<file path="src/xc_pkg.sv">
// correlator sizes, uart timing, frame constants and state enums.
`default_nettype none

package xc_pkg;

	// line and pair geometry.
	localparam int NUM_LINES   = 4;
	localparam int NUM_PAIRS   = NUM_LINES * (NUM_LINES - 1) / 2; // unordered pairs, 6.
	localparam int FRAME_WORDS = NUM_LINES + NUM_PAIRS;           // autos first, then crosses.

	// counter and word sizes.
	localparam int COUNT_W    = 16;
	localparam int WORD_IDX_W = 4; // holds 0..FRAME_WORDS.

	// integration window.
	localparam int INTEG_CYCLES = 256;
	localparam int WIN_W        = $clog2(INTEG_CYCLES);

	// uart bit timing, short so that simulation stays quick.
	localparam int CLKS_PER_BIT = 16;
	localparam int HALF_BIT     = CLKS_PER_BIT / 2;
	localparam int BAUD_W       = $clog2(CLKS_PER_BIT);

	// frame layout on tx.
	localparam logic [7:0] SYNC_BYTE = 8'hA5; // leads every frame.
	localparam int Q_IDX_W = 2;               // byte queue index, up to three bytes per word.

	// receiver states.
	typedef enum logic [1:0] {
		rx_idle,
		rx_start,
		rx_data,
		rx_stop
	} rx_state_t;

	// accumulator states.
	typedef enum logic [1:0] {
		acc_idle,
		acc_integrate,
		acc_unload
	} acc_state_t;

	// transmitter states.
	typedef enum logic [1:0] {
		tx_idle,
		tx_start,
		tx_data,
		tx_stop
	} tx_state_t;

endpackage

`default_nettype wire

</file>
<file path="src/count_if.sv">
// count word link from the accumulator to the frame serializer.
`timescale 1ns/1ps
`default_nettype none

interface count_if import xc_pkg::*; ();

	logic [COUNT_W-1:0] word; // counter value being handed over.
	logic word_valid;         // one-cycle strobe, only while busy is low.
	logic first;              // word 0, sync byte goes ahead of it.
	logic last;               // final word of the frame.
	logic busy;               // serializer still owns the previous word.

	// accumulator side.
	modport acc (
		output word, word_valid, first, last,
		input  busy
	);

	// serializer side.
	modport ser (
		input  word, word_valid, first, last,
		output busy
	);

endinterface

`default_nettype wire

</file>
<file path="src/uart_rx.sv">
// uart command receiver with start strobe on every complete byte.
`timescale 1ns/1ps
`default_nettype none

module uart_rx import xc_pkg::*; (
	input  logic clki,
	input  logic rst_n,
	input  logic rx,
	output logic start
);

	logic rx_m, rx_s;          // two-flop synchronizer.
	rx_state_t state;
	logic [BAUD_W-1:0] baud;   // cycles inside the current bit.
	logic [2:0] bit_cnt;       // data bit number.

	always_ff @(posedge clki or negedge rst_n) begin
		if (!rst_n) begin
			rx_m <= 1'b1; // line idles high.
			rx_s <= 1'b1;
		end else begin
			rx_m <= rx;
			rx_s <= rx_m;
		end
	end

	always_ff @(posedge clki or negedge rst_n) begin
		if (!rst_n) begin
			state   <= rx_idle;
			baud    <= '0;
			bit_cnt <= '0;
			start   <= 1'b0;
		end else begin
			start <= 1'b0; // strobe by default low.
			baud  <= baud + 1'b1;
			case (state)
				rx_idle: begin
					baud <= '0;
					if (!rx_s)
						state <= rx_start; // falling edge of start bit.
				end
				rx_start: if (baud == BAUD_W'(HALF_BIT - 1)) begin
					baud    <= '0;
					bit_cnt <= '0;
					state   <= rx_s ? rx_idle : rx_data; // glitch check at mid bit.
				end
				rx_data: if (baud == BAUD_W'(CLKS_PER_BIT - 1)) begin
					baud    <= '0; // now at middle of a data bit, value is not kept.
					bit_cnt <= bit_cnt + 1'b1;
					if (bit_cnt == 3'd7)
						state <= rx_stop;
				end
				rx_stop: if (baud == BAUD_W'(CLKS_PER_BIT - 1)) begin
					start <= rx_s; // good stop bit means a command.
					state <= rx_idle;
				end
				default: state <= rx_idle;
			endcase
		end
	end

endmodule

`default_nettype wire

</file>
<file path="src/line_sampler.sv">
// pulse line synchronizer and rising edge detector.
`timescale 1ns/1ps
`default_nettype none

module line_sampler import xc_pkg::*; (
	input  logic clki,
	input  logic rst_n,
	input  logic [NUM_LINES-1:0] line_in,
	output logic [NUM_LINES-1:0] edges
);

	logic [NUM_LINES-1:0] meta;  // first sync stage.
	logic [NUM_LINES-1:0] sync;  // second sync stage.
	logic [NUM_LINES-1:0] prev;  // sync delayed by one cycle.

	// pin to edges takes three clocks: meta, sync, edges.
	always_ff @(posedge clki or negedge rst_n) begin
		if (!rst_n) begin
			meta  <= '0;
			sync  <= '0;
			prev  <= '0;
			edges <= '0;
		end else begin
			meta  <= line_in;
			sync  <= meta;
			prev  <= sync;
			edges <= sync & ~prev; // one pulse per rising edge.
		end
	end

endmodule

`default_nettype wire

</file>
<file path="src/xc_accumulator.sv">
// integration window, auto and cross counters at lag zero, word unload.
`timescale 1ns/1ps
`default_nettype none

module xc_accumulator import xc_pkg::*; (
	input  logic clki,
	input  logic rst_n,
	input  logic start,
	input  logic [NUM_LINES-1:0] edges,
	count_if.acc cnt
);

	acc_state_t state;
	logic [WIN_W-1:0] win_cnt;            // cycles spent inside the window.
	logic [WORD_IDX_W-1:0] widx;          // next word to hand out.
	logic [COUNT_W-1:0] line_cnt [NUM_LINES]; // autocorrelation at lag zero.
	logic [COUNT_W-1:0] pair_cnt [NUM_PAIRS]; // crosscorrelation at lag zero.
	logic [NUM_PAIRS-1:0] pair_hit;       // both lines of a pair rose this cycle.
	logic [COUNT_W-1:0] words [FRAME_WORDS];  // frame order view of the counters.

	// pair k of (a,b) with a < b, ordered (0,1) (0,2) (0,3) (1,2) (1,3) (2,3).
	for (genvar a = 0; a < NUM_LINES; a++) begin : g_a
		for (genvar b = a + 1; b < NUM_LINES; b++) begin : g_b
			localparam int K = a * (2 * NUM_LINES - a - 1) / 2 + (b - a - 1);
			assign pair_hit[K] = edges[a] & edges[b];
		end
	end

	// lines first, then pairs.
	always_comb begin
		for (int i = 0; i < NUM_LINES; i++)
			words[i] = line_cnt[i];
		for (int k = 0; k < NUM_PAIRS; k++)
			words[NUM_LINES + k] = pair_cnt[k];
	end

	always_ff @(posedge clki or negedge rst_n) begin
		if (!rst_n) begin
			state          <= acc_idle;
			win_cnt        <= '0;
			widx           <= '0;
			cnt.word_valid <= 1'b0;
			cnt.first      <= 1'b0;
			cnt.last       <= 1'b0;
			for (int i = 0; i < NUM_LINES; i++)
				line_cnt[i] <= '0;
			for (int k = 0; k < NUM_PAIRS; k++)
				pair_cnt[k] <= '0;
		end else begin
			cnt.word_valid <= 1'b0; // single-cycle strobe.
			case (state)
				acc_idle: begin
					win_cnt <= '0;
					widx    <= '0;
					if (start)
						state <= acc_integrate; // window opens next cycle.
				end
				acc_integrate: begin
					for (int i = 0; i < NUM_LINES; i++)
						line_cnt[i] <= line_cnt[i] + COUNT_W'(edges[i]);
					for (int k = 0; k < NUM_PAIRS; k++)
						pair_cnt[k] <= pair_cnt[k] + COUNT_W'(pair_hit[k]);
					win_cnt <= win_cnt + 1'b1;
					if (win_cnt == WIN_W'(INTEG_CYCLES - 1))
						state <= acc_unload; // exactly INTEG_CYCLES counted.
				end
				acc_unload: begin
					// busy rises the cycle after word_valid, so skip a cycle after each word.
					if (!cnt.word_valid && !cnt.busy) begin
						if (widx == WORD_IDX_W'(FRAME_WORDS)) begin
							state <= acc_idle; // serializer took the last word.
							for (int i = 0; i < NUM_LINES; i++)
								line_cnt[i] <= '0;
							for (int k = 0; k < NUM_PAIRS; k++)
								pair_cnt[k] <= '0;
						end else begin
							cnt.word_valid <= 1'b1;
							cnt.first      <= (widx == '0);
							cnt.last       <= (widx == WORD_IDX_W'(FRAME_WORDS - 1));
							widx           <= widx + 1'b1;
						end
					end
				end
				default: state <= acc_idle;
			endcase
		end
	end

	// word payload, follows the index without reset.
	always_ff @(posedge clki) begin
		if (state == acc_unload && !cnt.word_valid && !cnt.busy &&
				widx != WORD_IDX_W'(FRAME_WORDS))
			cnt.word <= words[widx];
	end

endmodule

`default_nettype wire

</file>
<file path="src/frame_serializer.sv">
// frame serializer with word to byte queue and 8n1 uart transmitter.
`timescale 1ns/1ps
`default_nettype none

module frame_serializer import xc_pkg::*; (
	input  logic clki,
	input  logic rst_n,
	count_if.ser cnt,
	output logic tx
);

	tx_state_t state;
	logic [7:0] qbuf [3];          // sync, high, low, or high, low.
	logic [Q_IDX_W-1:0] qlen;      // bytes held for the current word.
	logic [Q_IDX_W-1:0] qidx;      // next byte to send.
	logic [7:0] shreg;             // byte being shifted out lsb first.
	logic [BAUD_W-1:0] baud;       // cycles inside the current bit.
	logic [2:0] bit_cnt;
	logic last_word;               // current word closes the frame.
	logic q_empty;
	logic bit_end;

	assign q_empty = (qidx == qlen);
	assign bit_end = (baud == BAUD_W'(CLKS_PER_BIT - 1));

	// byte queue payload.
	always_ff @(posedge clki) begin
		if (cnt.word_valid) begin
			qbuf[0] <= cnt.first ? SYNC_BYTE : cnt.word[15:8];
			qbuf[1] <= cnt.first ? cnt.word[15:8] : cnt.word[7:0];
			qbuf[2] <= cnt.word[7:0]; // only read after a sync byte.
		end
	end

	always_ff @(posedge clki or negedge rst_n) begin
		if (!rst_n) begin
			state     <= tx_idle;
			qlen      <= '0;
			qidx      <= '0;
			shreg     <= '0;
			baud      <= '0;
			bit_cnt   <= '0;
			last_word <= 1'b0;
			cnt.busy  <= 1'b0;
			tx        <= 1'b1; // idle mark.
		end else begin
			baud <= baud + 1'b1;
			if (cnt.word_valid) begin
				qlen      <= cnt.first ? Q_IDX_W'(3) : Q_IDX_W'(2);
				qidx      <= '0;
				last_word <= cnt.last;
				cnt.busy  <= 1'b1; // held until the word's last byte is out.
			end
			case (state)
				tx_idle: begin
					baud <= '0;
					if (!q_empty) begin
						shreg <= qbuf[qidx];
						qidx  <= qidx + 1'b1;
						tx    <= 1'b0; // start bit.
						state <= tx_start;
					end
				end
				tx_start: if (bit_end) begin
					baud    <= '0;
					bit_cnt <= '0;
					tx      <= shreg[0];
					shreg   <= shreg >> 1;
					state   <= tx_data;
				end
				tx_data: if (bit_end) begin
					baud <= '0;
					if (bit_cnt == 3'd7) begin
						tx    <= 1'b1; // stop bit.
						state <= tx_stop;
						// mid-frame words free the link here so the next word lands in time.
						if (q_empty && !last_word)
							cnt.busy <= 1'b0;
					end else begin
						tx      <= shreg[0];
						shreg   <= shreg >> 1;
						bit_cnt <= bit_cnt + 1'b1;
					end
				end
				tx_stop: if (bit_end) begin
					baud <= '0;
					if (!q_empty) begin
						shreg <= qbuf[qidx]; // next byte follows with no idle gap.
						qidx  <= qidx + 1'b1;
						tx    <= 1'b0;
						state <= tx_start;
					end else begin
						state <= tx_idle;
						if (last_word)
							cnt.busy <= 1'b0; // frame fully out so the accumulator can rearm.
					end
				end
				default: state <= tx_idle;
			endcase
		end
	end

endmodule

`default_nettype wire

</file>
<file path="src/correlator.sv">
// correlator top level, receiver, sampler, accumulator and serializer.
`timescale 1ns/1ps
`default_nettype none

module correlator import xc_pkg::*; (
	input  logic clki,
	input  logic rst_n,
	input  logic rx,
	input  logic [NUM_LINES-1:0] line_in,
	output logic tx
);

	logic start;                  // command strobe from the receiver.
	logic [NUM_LINES-1:0] edges;  // rising edge pulses per line.

	count_if cnt_bus (); // accumulator to serializer words.

	uart_rx u_rx (
		.clki  (clki),
		.rst_n (rst_n),
		.rx    (rx),
		.start (start)
	);

	line_sampler u_sampler (
		.clki    (clki),
		.rst_n   (rst_n),
		.line_in (line_in),
		.edges   (edges)
	);

	xc_accumulator u_acc (
		.clki  (clki),
		.rst_n (rst_n),
		.start (start),
		.edges (edges),
		.cnt   (cnt_bus.acc)
	);

	frame_serializer u_ser (
		.clki  (clki),
		.rst_n (rst_n),
		.cnt   (cnt_bus.ser),
		.tx    (tx)
	);

endmodule

`default_nettype wire

</file>
<file path="config.mk">
export PLATFORM = sky130hd
export DESIGN_NAME = correlator
export DESIGN_NICKNAME = d
export VERILOG_FILES = /design/src/xc_pkg.sv /design/src/count_if.sv /design/src/uart_rx.sv /design/src/line_sampler.sv /design/src/xc_accumulator.sv /design/src/frame_serializer.sv /design/src/correlator.sv
export SDC_FILE = /design/constraint.sdc
export NUM_CORES = 1
export LEC_CHECK = 0
export BUFFER_PORTS_ARGS = -buffer_cell sky130_fd_sc_hd__clkbuf_2
export CORE_MARGIN = 4
export CORE_UTILIZATION = 55
export CTS_BUF_LIST = sky130_fd_sc_hd__clkbuf_16
export DETAILED_ROUTE_END_ITERATION = 7
export MAX_ROUTING_LAYER = met4
export PLACE_DENSITY = 0.71
export SKIP_CTS_REPAIR_TIMING = 1
export SLEW_MARGIN = 20
export SYNTH_ARGS = -nofsm -noshare
export SYNTH_HDL_FRONTEND = slang
export SYNTH_SLANG_ARGS = --single-unit
</file>
<file path="constraint.sdc">
create_clock -name clki -period 3.07 [get_ports clki]
set_clock_uncertainty 0.2 [all_clocks]
set_input_delay 0.1535 -clock clki [delete_from_list [all_inputs] [get_ports clki]]
set_output_delay 0.1535 -clock clki [all_outputs]
set_load 0.1 [all_outputs]
</file>
==> flow_metrics.py, run 1 <==
metrics = {
    "setup_path": {
        "rrSetupSlack_ns": 0.49,
        "wp_buf_inv": 3,
        "crit_path_start_kind": "flop",
        "worst-path-max-fanout": 22,
        "critPathMostFrequentCell": "buf_4",
        "worst-endpoint-arrival_ns": 2.82,
        "worst_r2r_endpoint": "u_acc.line_cnt[25]$_DFFE_PN0P_",
        "critPathRequiredTime_ns": 3.31,
        "cp_cell_sequence": "inv_1 > ha_1 > buf_4 > and2b_1 > buf_4 > a21o_1 > o21ai_0 > a22o_1",
        "crit_path_start": "u_acc.state[0]$_DFFE_PN0P_",
        "r2r_cells": 8,
        "timing.critical_path.max_delay_family": "compound AO/OA/AOI/OAI gates",
        "timing.rr.start": "u_acc.state[0]$_DFFE_PN0P_",
        "path_class": "reg -> reg",
        "critPathSlowestCell": "ha_1",
        "max_stage_delay_ns": 0.38,
        "timing.critical_path.to_type": "flop",
    },
    "timing": {
        "max_clk_rate_ghz": 0.3873,
        "finalHoldViolations": 0,
        "setup-tns-final_ns": 0,
        "final-max-slew-violation-count": 0,
        "period_needed_ns": 2.582,
        "rsz0062_at_grt": "false",
        "worst_slack_ns": 0.4877,
        "max-slew-margin-rel_pct": 47.29,
        "setup_viol_count_final": 0,
        "worst_slew_pin_slew_ns": 0.7907,
        "final.period_utilization_pct": 84.11,
    },
    "clocking": {
        "tritoncts": "yes",
        "numCtsBuffers": 30,
        "clk_pin_slew_ns": 0.06,
        "cts_num_sinks": 269,
        "clockBufferDepth": 3,
        "clk_latency_ns": 0.56,
        "ctsHtreeMaxLevel": 1,
        "clock-root-buffer": "clkbuf_16",
    },
    "floorplanning": {
        "die_w_um": 172.1,
        "design.die.area_sq_um": 29600,
        "die_height_um": 172.1,
        "core_region_area_sq_um": 26280,
        "floorplan.io_pins": 8,
        "initial_core_util_pct": 56.33,
        "rows": 59,
    },
    "logic_synthesis": {
        "synth.ff_latch_count": 269,
        "synth_area_leaders": "dfrtp_1, edfxtp_1, mux4_2, mux2i_1, a21oi_1",
        "async_sr_flop_fraction_pct": 85.13,
        "ys.warnings.count": 0,
        "synth_cell_type_count": 75,
        "synth.yosys.seq_area_share_pct": 46.85,
        "yosys.area.top_type": "dfrtp_1",
        "yosys-top-cells-count": "dfrtp_1, nand2_1, a21oi_1",
        "netlist_area_sq_um": 14800,
        "synth_nets": 1473,
        "synthMostInstantiatedCell": "dfrtp_1",
        "synthDominantCellAreaShare_pct": 38.20,
        "postSynthAreaPerCell_sq_um": 10.40,
        "mapped_cells": 1423,
        "synth-edff-count": 40,
        "synth_flop_cell": "dfrtp_1",
    },
    "grt": {
        "grt_first_pass_wirelength_um": 59420,
        "grt_max_degree": 98,
        "antenna_found_initial": 0,
        "grt_use_total_pct": 25.27,
        "grt_pass1_vias": 11299,
        "gr-total-overflow": 0,
    },
    "detailed_routing": {
        "detail_route.first_pass.iterations": 6,
        "drt-wirelength-per-cell_um": 20.11,
        "detailedRoute.firstIterationViolations": 1206,
        "routed_wl_um": 35430,
        "avgViaCountPerCell": 6.587,
        "drt.antenna.violating_nets": 0,
        "vias": 11606,
        "drc_errors": 0,
    },
    "power_and_ir_drop": {
        "pwr-share-seq_pct": 45.7,
        "power_switching_share_pct": 21.24,
        "power.share.clock_pct": 50.7,
        "total_switching_power_w": 0.001716,
        "cell_internal_pwr_w": 0.006364,
        "power.density_cell_area_nw_per_um2": 494.3,
        "power.combinational.fraction_pct": 3.6,
        "irDropWorstVdd_mv": 0.3861,
        "power.leakage_nw": 6.386,
    },
    "min_path": {
        "hold_class": "in -> async",
    },
    "final_layout": {
        "antenna_cells": 0,
        "area_delta_synth_final_pct": 10.44,
        "filler_cell_count": 2132,
        "post_route_cells_drive_above_1_share_pct": 11.70,
        "final_net_count": 1453,
    },
    "placement": {
        "dp_hpwl_um": 23900,
        "dp_slack_ns": 0.4983,
        "port_buffers": 7,
        "place_congestion": 0.8818,
    },
    "outcome": {
        "run_status": "finished clean",
    },
    "flow_run": {
        "max_cap_violations": 0,
    },
}
cell type report:
cell class	count	area, sq um	share of cell area [%]
Tap cell	335	419.2	2.564
Clock inverter	25	365.4	2.235
Inverter	35	131.4	0.8036
Sequential cell	269	6937	42.43
Clock buffer	31	775.7	4.745
Multi-Input combinational cell	1027	7337	44.88
Timing Repair Buffer	40	382.9	2.342
kinds of logic after synthesis:
family | after synthesis | synth area share [%]
adder cells (fa/ha/maj) | 43 | 3.635
AND/OR/NAND/NOR | 511 | 20.02
multiplexers | 126 | 11.49
XOR/XNOR | 12 | 0.7101
buffers and inverters | 127 | 3.618
flip-flops | 269 | 46.85
AO/OA/AOI/OAI | 335 | 13.68
through the flow:
stage	utilization, %	cell area [sq um]	cells	hold WS [ns]	power (W)
floorplan	-	14800	1423	-0.3421	0.003926
global placement	57.64	15150	1700	0.04055	0.004039
detailed placement	57.64	15150	1700	0.04483	0.004051
CTS	61.98	16290	1756	-0.5493	0.008142
global route	62.21	16350	1762	0.04133	0.008358
finish	62.21	16350	1762	0.008063	0.008080
power groups by stage:
stage | combinational, W | sequential (W) | clock (W)
final | 0.000292 | 0.00369 | 0.00409
after global routing | 0.000335 | 0.00370 | 0.00432
after CTS | 0.000294 | 0.00369 | 0.00415
after global placement | 0.000280 | 0.00376 | 0
after floorplan | 0.000174 | 0.00375 | 0
after detailed placement | 0.000290 | 0.00376 | 0
sequential cells by signal, indices dropped and copies added, names as in the netlist, 8 cells and up, named ones only:
| signal | flops |
|---|---|
| u_acc.cnt.word | 16 |
| u_acc.line_cnt | 64 |
| u_acc.pair_cnt | 96 |
| u_acc.win_cnt | 8 |
| u_ser.qbuf | 24 |
| u_ser.shreg | 8 |
worst max-delay path by stage:
stage	cells after the start	slack, ns	endpoint
global route	8	0.32	u_acc.line_cnt[25]$_DFFE_PN0P_
CTS	8	0.47	u_acc.line_cnt[25]$_DFFE_PN0P_
detailed placement	8	0.50	u_acc.line_cnt[25]$_DFFE_PN0P_
floorplan	11	0.46	u_acc.pair_cnt[22]$_DFFE_PN0P_
finish	8	0.49	u_acc.line_cnt[25]$_DFFE_PN0P_
global placement	7	0.55	u_acc.pair_cnt[30]$_DFFE_PN0P_
cell usage in the layout (no fill, tap or decap), drive strengths merged, types with 13 or more instances in the layout:
cell	count
dfrtp	226
nand2	124
a21oi	122
o21ai	88
or4	71
nand3	67
o31ai	67
mux2i	66
nand4	50
or3	48
ha	43
edfxtp	40
clkbuf	37
inv	34
mux4	32
mux2	28
buf	28
nor2	26
nand2b	23
o22ai	16
and4	15
nor2b	14
and2	13
metal layers:
layer  GRT usage (%)  vias up  part of all wire, %
met5               -        -                    0
met4           6.835        0                  2.8
met3           3.589       74                  5.6
met2           39.29      346                   47
met1           35.29     5795                   45
li1                -     5391                    -
Power figures use the tool's default switching activity.
==> run 2: changes to the inputs <==
--- a/config.mk
+++ b/config.mk
@@ -11,7 +11,7 @@
 export CTS_BUF_LIST = sky130_fd_sc_hd__clkbuf_16
 export DETAILED_ROUTE_END_ITERATION = 7
 export MAX_ROUTING_LAYER = met4
-export PLACE_DENSITY = 0.71
+export PLACE_DENSITY = 0.73
 export SKIP_CTS_REPAIR_TIMING = 1
 export SLEW_MARGIN = 20
 export SYNTH_ARGS = -nofsm -noshare
==> constraint.sdc (replaced) <==
create_clock -name clki -period 2.2 [get_ports clki]
set_clock_uncertainty 0.2 [all_clocks]
set_input_delay 0.11 -clock clki [delete_from_list [all_inputs] [get_ports clki]]
set_output_delay 0.11 -clock clki [all_outputs]
set_load 0.1 [all_outputs]
==> flow_metrics.py, run 2 (synthesis gave the netlist of run 1 again) <==
metrics = {
    "outcome": {
        "run_status": "finished with violations",
        "failing_checks": "negative setup slack",
    },
    "power_and_ir_drop": {
        "irDropWorstVdd_mv": 0.5883,
        "power.density_cell_area_nw_per_um2": 556.2,
        "finalPower_w": 0.01062,
        "power.leakage_nw": 7.635,
    },
    "setup_path": {
        "crit_path_start": "u_acc.state[0]$_DFFE_PN0P_",
        "critPathRequiredTime_ns": 2.47,
        "timing.critical_path.to_type": "flop",
        "path_class": "reg -> reg",
        "max_stage_delay_ns": 0.48,
        "worst-endpoint-arrival_ns": 2.71,
        "r2r_cells": 9,
        "timing.critical_path.depth": 9,
        "worst-path-max-fanout": 5,
        "wp_buf_inv": 4,
        "timing.rr.start": "u_acc.state[0]$_DFFE_PN0P_",
        "worst_r2r_endpoint": "u_acc.pair_cnt[42]$_DFFE_PN0P_",
        "rrSetupSlack_ns": -0.24,
        "timing.critical_path.max_delay_family": "simple AND/OR/NAND/NOR gates",
        "cp_cell_sequence": "inv_2 > ha_4 > nor3b_4 > buf_12 > a21oi_4 > buf_6 > clkbuf_16 > or4_4 > a21oi_2",
        "critPathSlowestCell": "or4_4",
        "crit_path_start_kind": "flop",
        "critPathCapture": "u_acc.pair_cnt[42]$_DFFE_PN0P_",
    },
    "timing": {
        "worst_slew_pin_slew_ns": 0.6296,
        "final.hold.worst_slack_ns": 0.01166,
        "final-max-slew-violation-count": 0,
        "max-slew-margin-rel_pct": 58.03,
        "worst_slack_ns": -0.2390,
        "period_needed_ns": 2.439,
        "setup-tns-final_ns": -12.14,
        "final.period_utilization_pct": 110.9,
        "setup_viol_count_final": 112,
        "finalHoldViolations": 0,
        "rsz0062_at_grt": "true",
        "max_clk_rate_ghz": 0.4100,
    },
    "grt": {
        "grt_max_degree": 62,
        "antenna_found_initial": 0,
        "grt_use_total_pct": 26.36,
        "grt_pass1_vias": 11685,
        "gr-total-overflow": 0,
        "grt_first_pass_wirelength_um": 61410,
    },
    "min_path": {
        "hold_class": "in -> reg",
        "hold_path.startpoint": "line_in[3]",
    },
    "clocking": {
        "clk_latency_ns": 0.55,
        "numCtsBuffers": 30,
        "ctsHtreeMaxLevel": 1,
        "clockBufferDepth": 3,
        "clock-root-buffer": "clkbuf_16",
        "tritoncts": "yes",
        "cts_num_sinks": 269,
        "clk_pin_slew_ns": 0.06,
    },
    "floorplanning": {
        "die_w_um": 172.1,
        "initial_core_util_pct": 56.33,
        "rows": 59,
        "design.die.area_sq_um": 29600,
        "core_region_area_sq_um": 26280,
        "floorplan.io_pins": 8,
        "die_height_um": 172.1,
    },
    "placement": {
        "place_congestion": 0.9209,
        "dp_slack_ns": -0.1356,
        "dp_hpwl_um": 25850,
        "port_buffers": 7,
        "post-place-cells": 1800,
    },
    "final_layout": {
        "antenna_cells": 0,
        "largest_register_ffs": 96,
        "final_net_count": 1604,
        "top_register": "u_acc.pair_cnt",
        "final_cell_count_no_fill": 1912,
        "filler_cell_count": 1729,
        "post_route_cells_drive_above_1_share_pct": 32.91,
        "area_delta_synth_final_pct": 29.03,
        "regs_by_ff_count": "u_acc.pair_cnt x96, u_acc.line_cnt x64, u_ser.qbuf x24",
        "layout.cells.most_common_list": "dfrtp_1, nand2_1, buf_4",
        "final_common_cell": "dfrtp_1",
    },
    "flow_run": {
        "max_cap_violations": 0,
    },
    "detailed_routing": {
        "vias": 12982,
        "drt.antenna.violating_nets": 0,
        "detail_route.first_pass.iterations": 5,
        "drt-wirelength-per-cell_um": 22.77,
        "drc_errors": 0,
        "routed_wl_um": 43530,
        "detailedRoute.firstIterationViolations": 1598,
        "avgViaCountPerCell": 6.790,
    },
}
[run 2: cell count changes in the layout (fill, tap and decap cells not counted), moves of 14 or more]
cell	before	now
buf_12	6	20
or3_1	46	25
or4_4	1	47
or3_4	0	21
or4_1	70	24
buf_6	0	34
a21oi_1	121	52
a21oi_2	0	69
buf_4	21	102
o31ai_1	67	49
[run 2: cell type report]
type / count / area [sq um] / area share [%]
Inverter: 35 / 141.4 / 0.7402
Timing Repair Buffer: 189 / 2074 / 10.86
Multi-Input combinational cell: 1029 / 8533 / 44.67
Clock buffer: 31 / 775.7 / 4.061
Sequential cell: 269 / 6940 / 36.34
Clock inverter: 24 / 216.5 / 1.133
Tap cell: 335 / 419.2 / 2.194
[run 2: how the worst min path moves through the flow]
stage	end	depth (start not counted)	slack (ns)
finish	u_sampler.meta[3]$_DFF_PN0_	2	0.01
global route	u_sampler.meta[3]$_DFF_PN0_	2	0.02
CTS	u_acc.line_cnt[52]$_DFFE_PN0P_	1	-0.69
detailed placement	u_acc.line_cnt[52]$_DFFE_PN0P_	1	-0.11
global placement	u_acc.line_cnt[36]$_DFFE_PN0P_	1	-0.11
floorplan	asynchronous set/reset pin	0	-0.39
[run 2: per-stage QoR]
step	instance area, sq um	util, %
CTS	17230	65.54
finish	19100	72.68
global placement	16230	61.77
detailed placement	16230	61.77
floorplan	15150	-
global route	19100	72.68
[run 2: report_power, final]
group | switching, W | total [W] | internal, W | leakage, nW
Sequential | 0.0000490 | 0.00515 | 0.00511 | 3.40
Combinational | 0.000251 | 0.000427 | 0.000177 | 3.73
Clock | 0.00204 | 0.00504 | 0.00300 | 0.505
Total | 0.00234 | 0.0106 | 0.00829 | 7.63
[run 2: metal layers]
metal | routed length, um | track usage, % | share of wire (%) | up-vias
met4 | 1863 | 5.707 | 4.3 | 0
met2 | 20970 | 42.43 | 48 | 701
met1 | 16880 | 36.09 | 39 | 6424
li1 | - | - | - | 5700
met5 | 0 | - | 0 | -
met3 | 3816 | 3.887 | 8.8 | 157
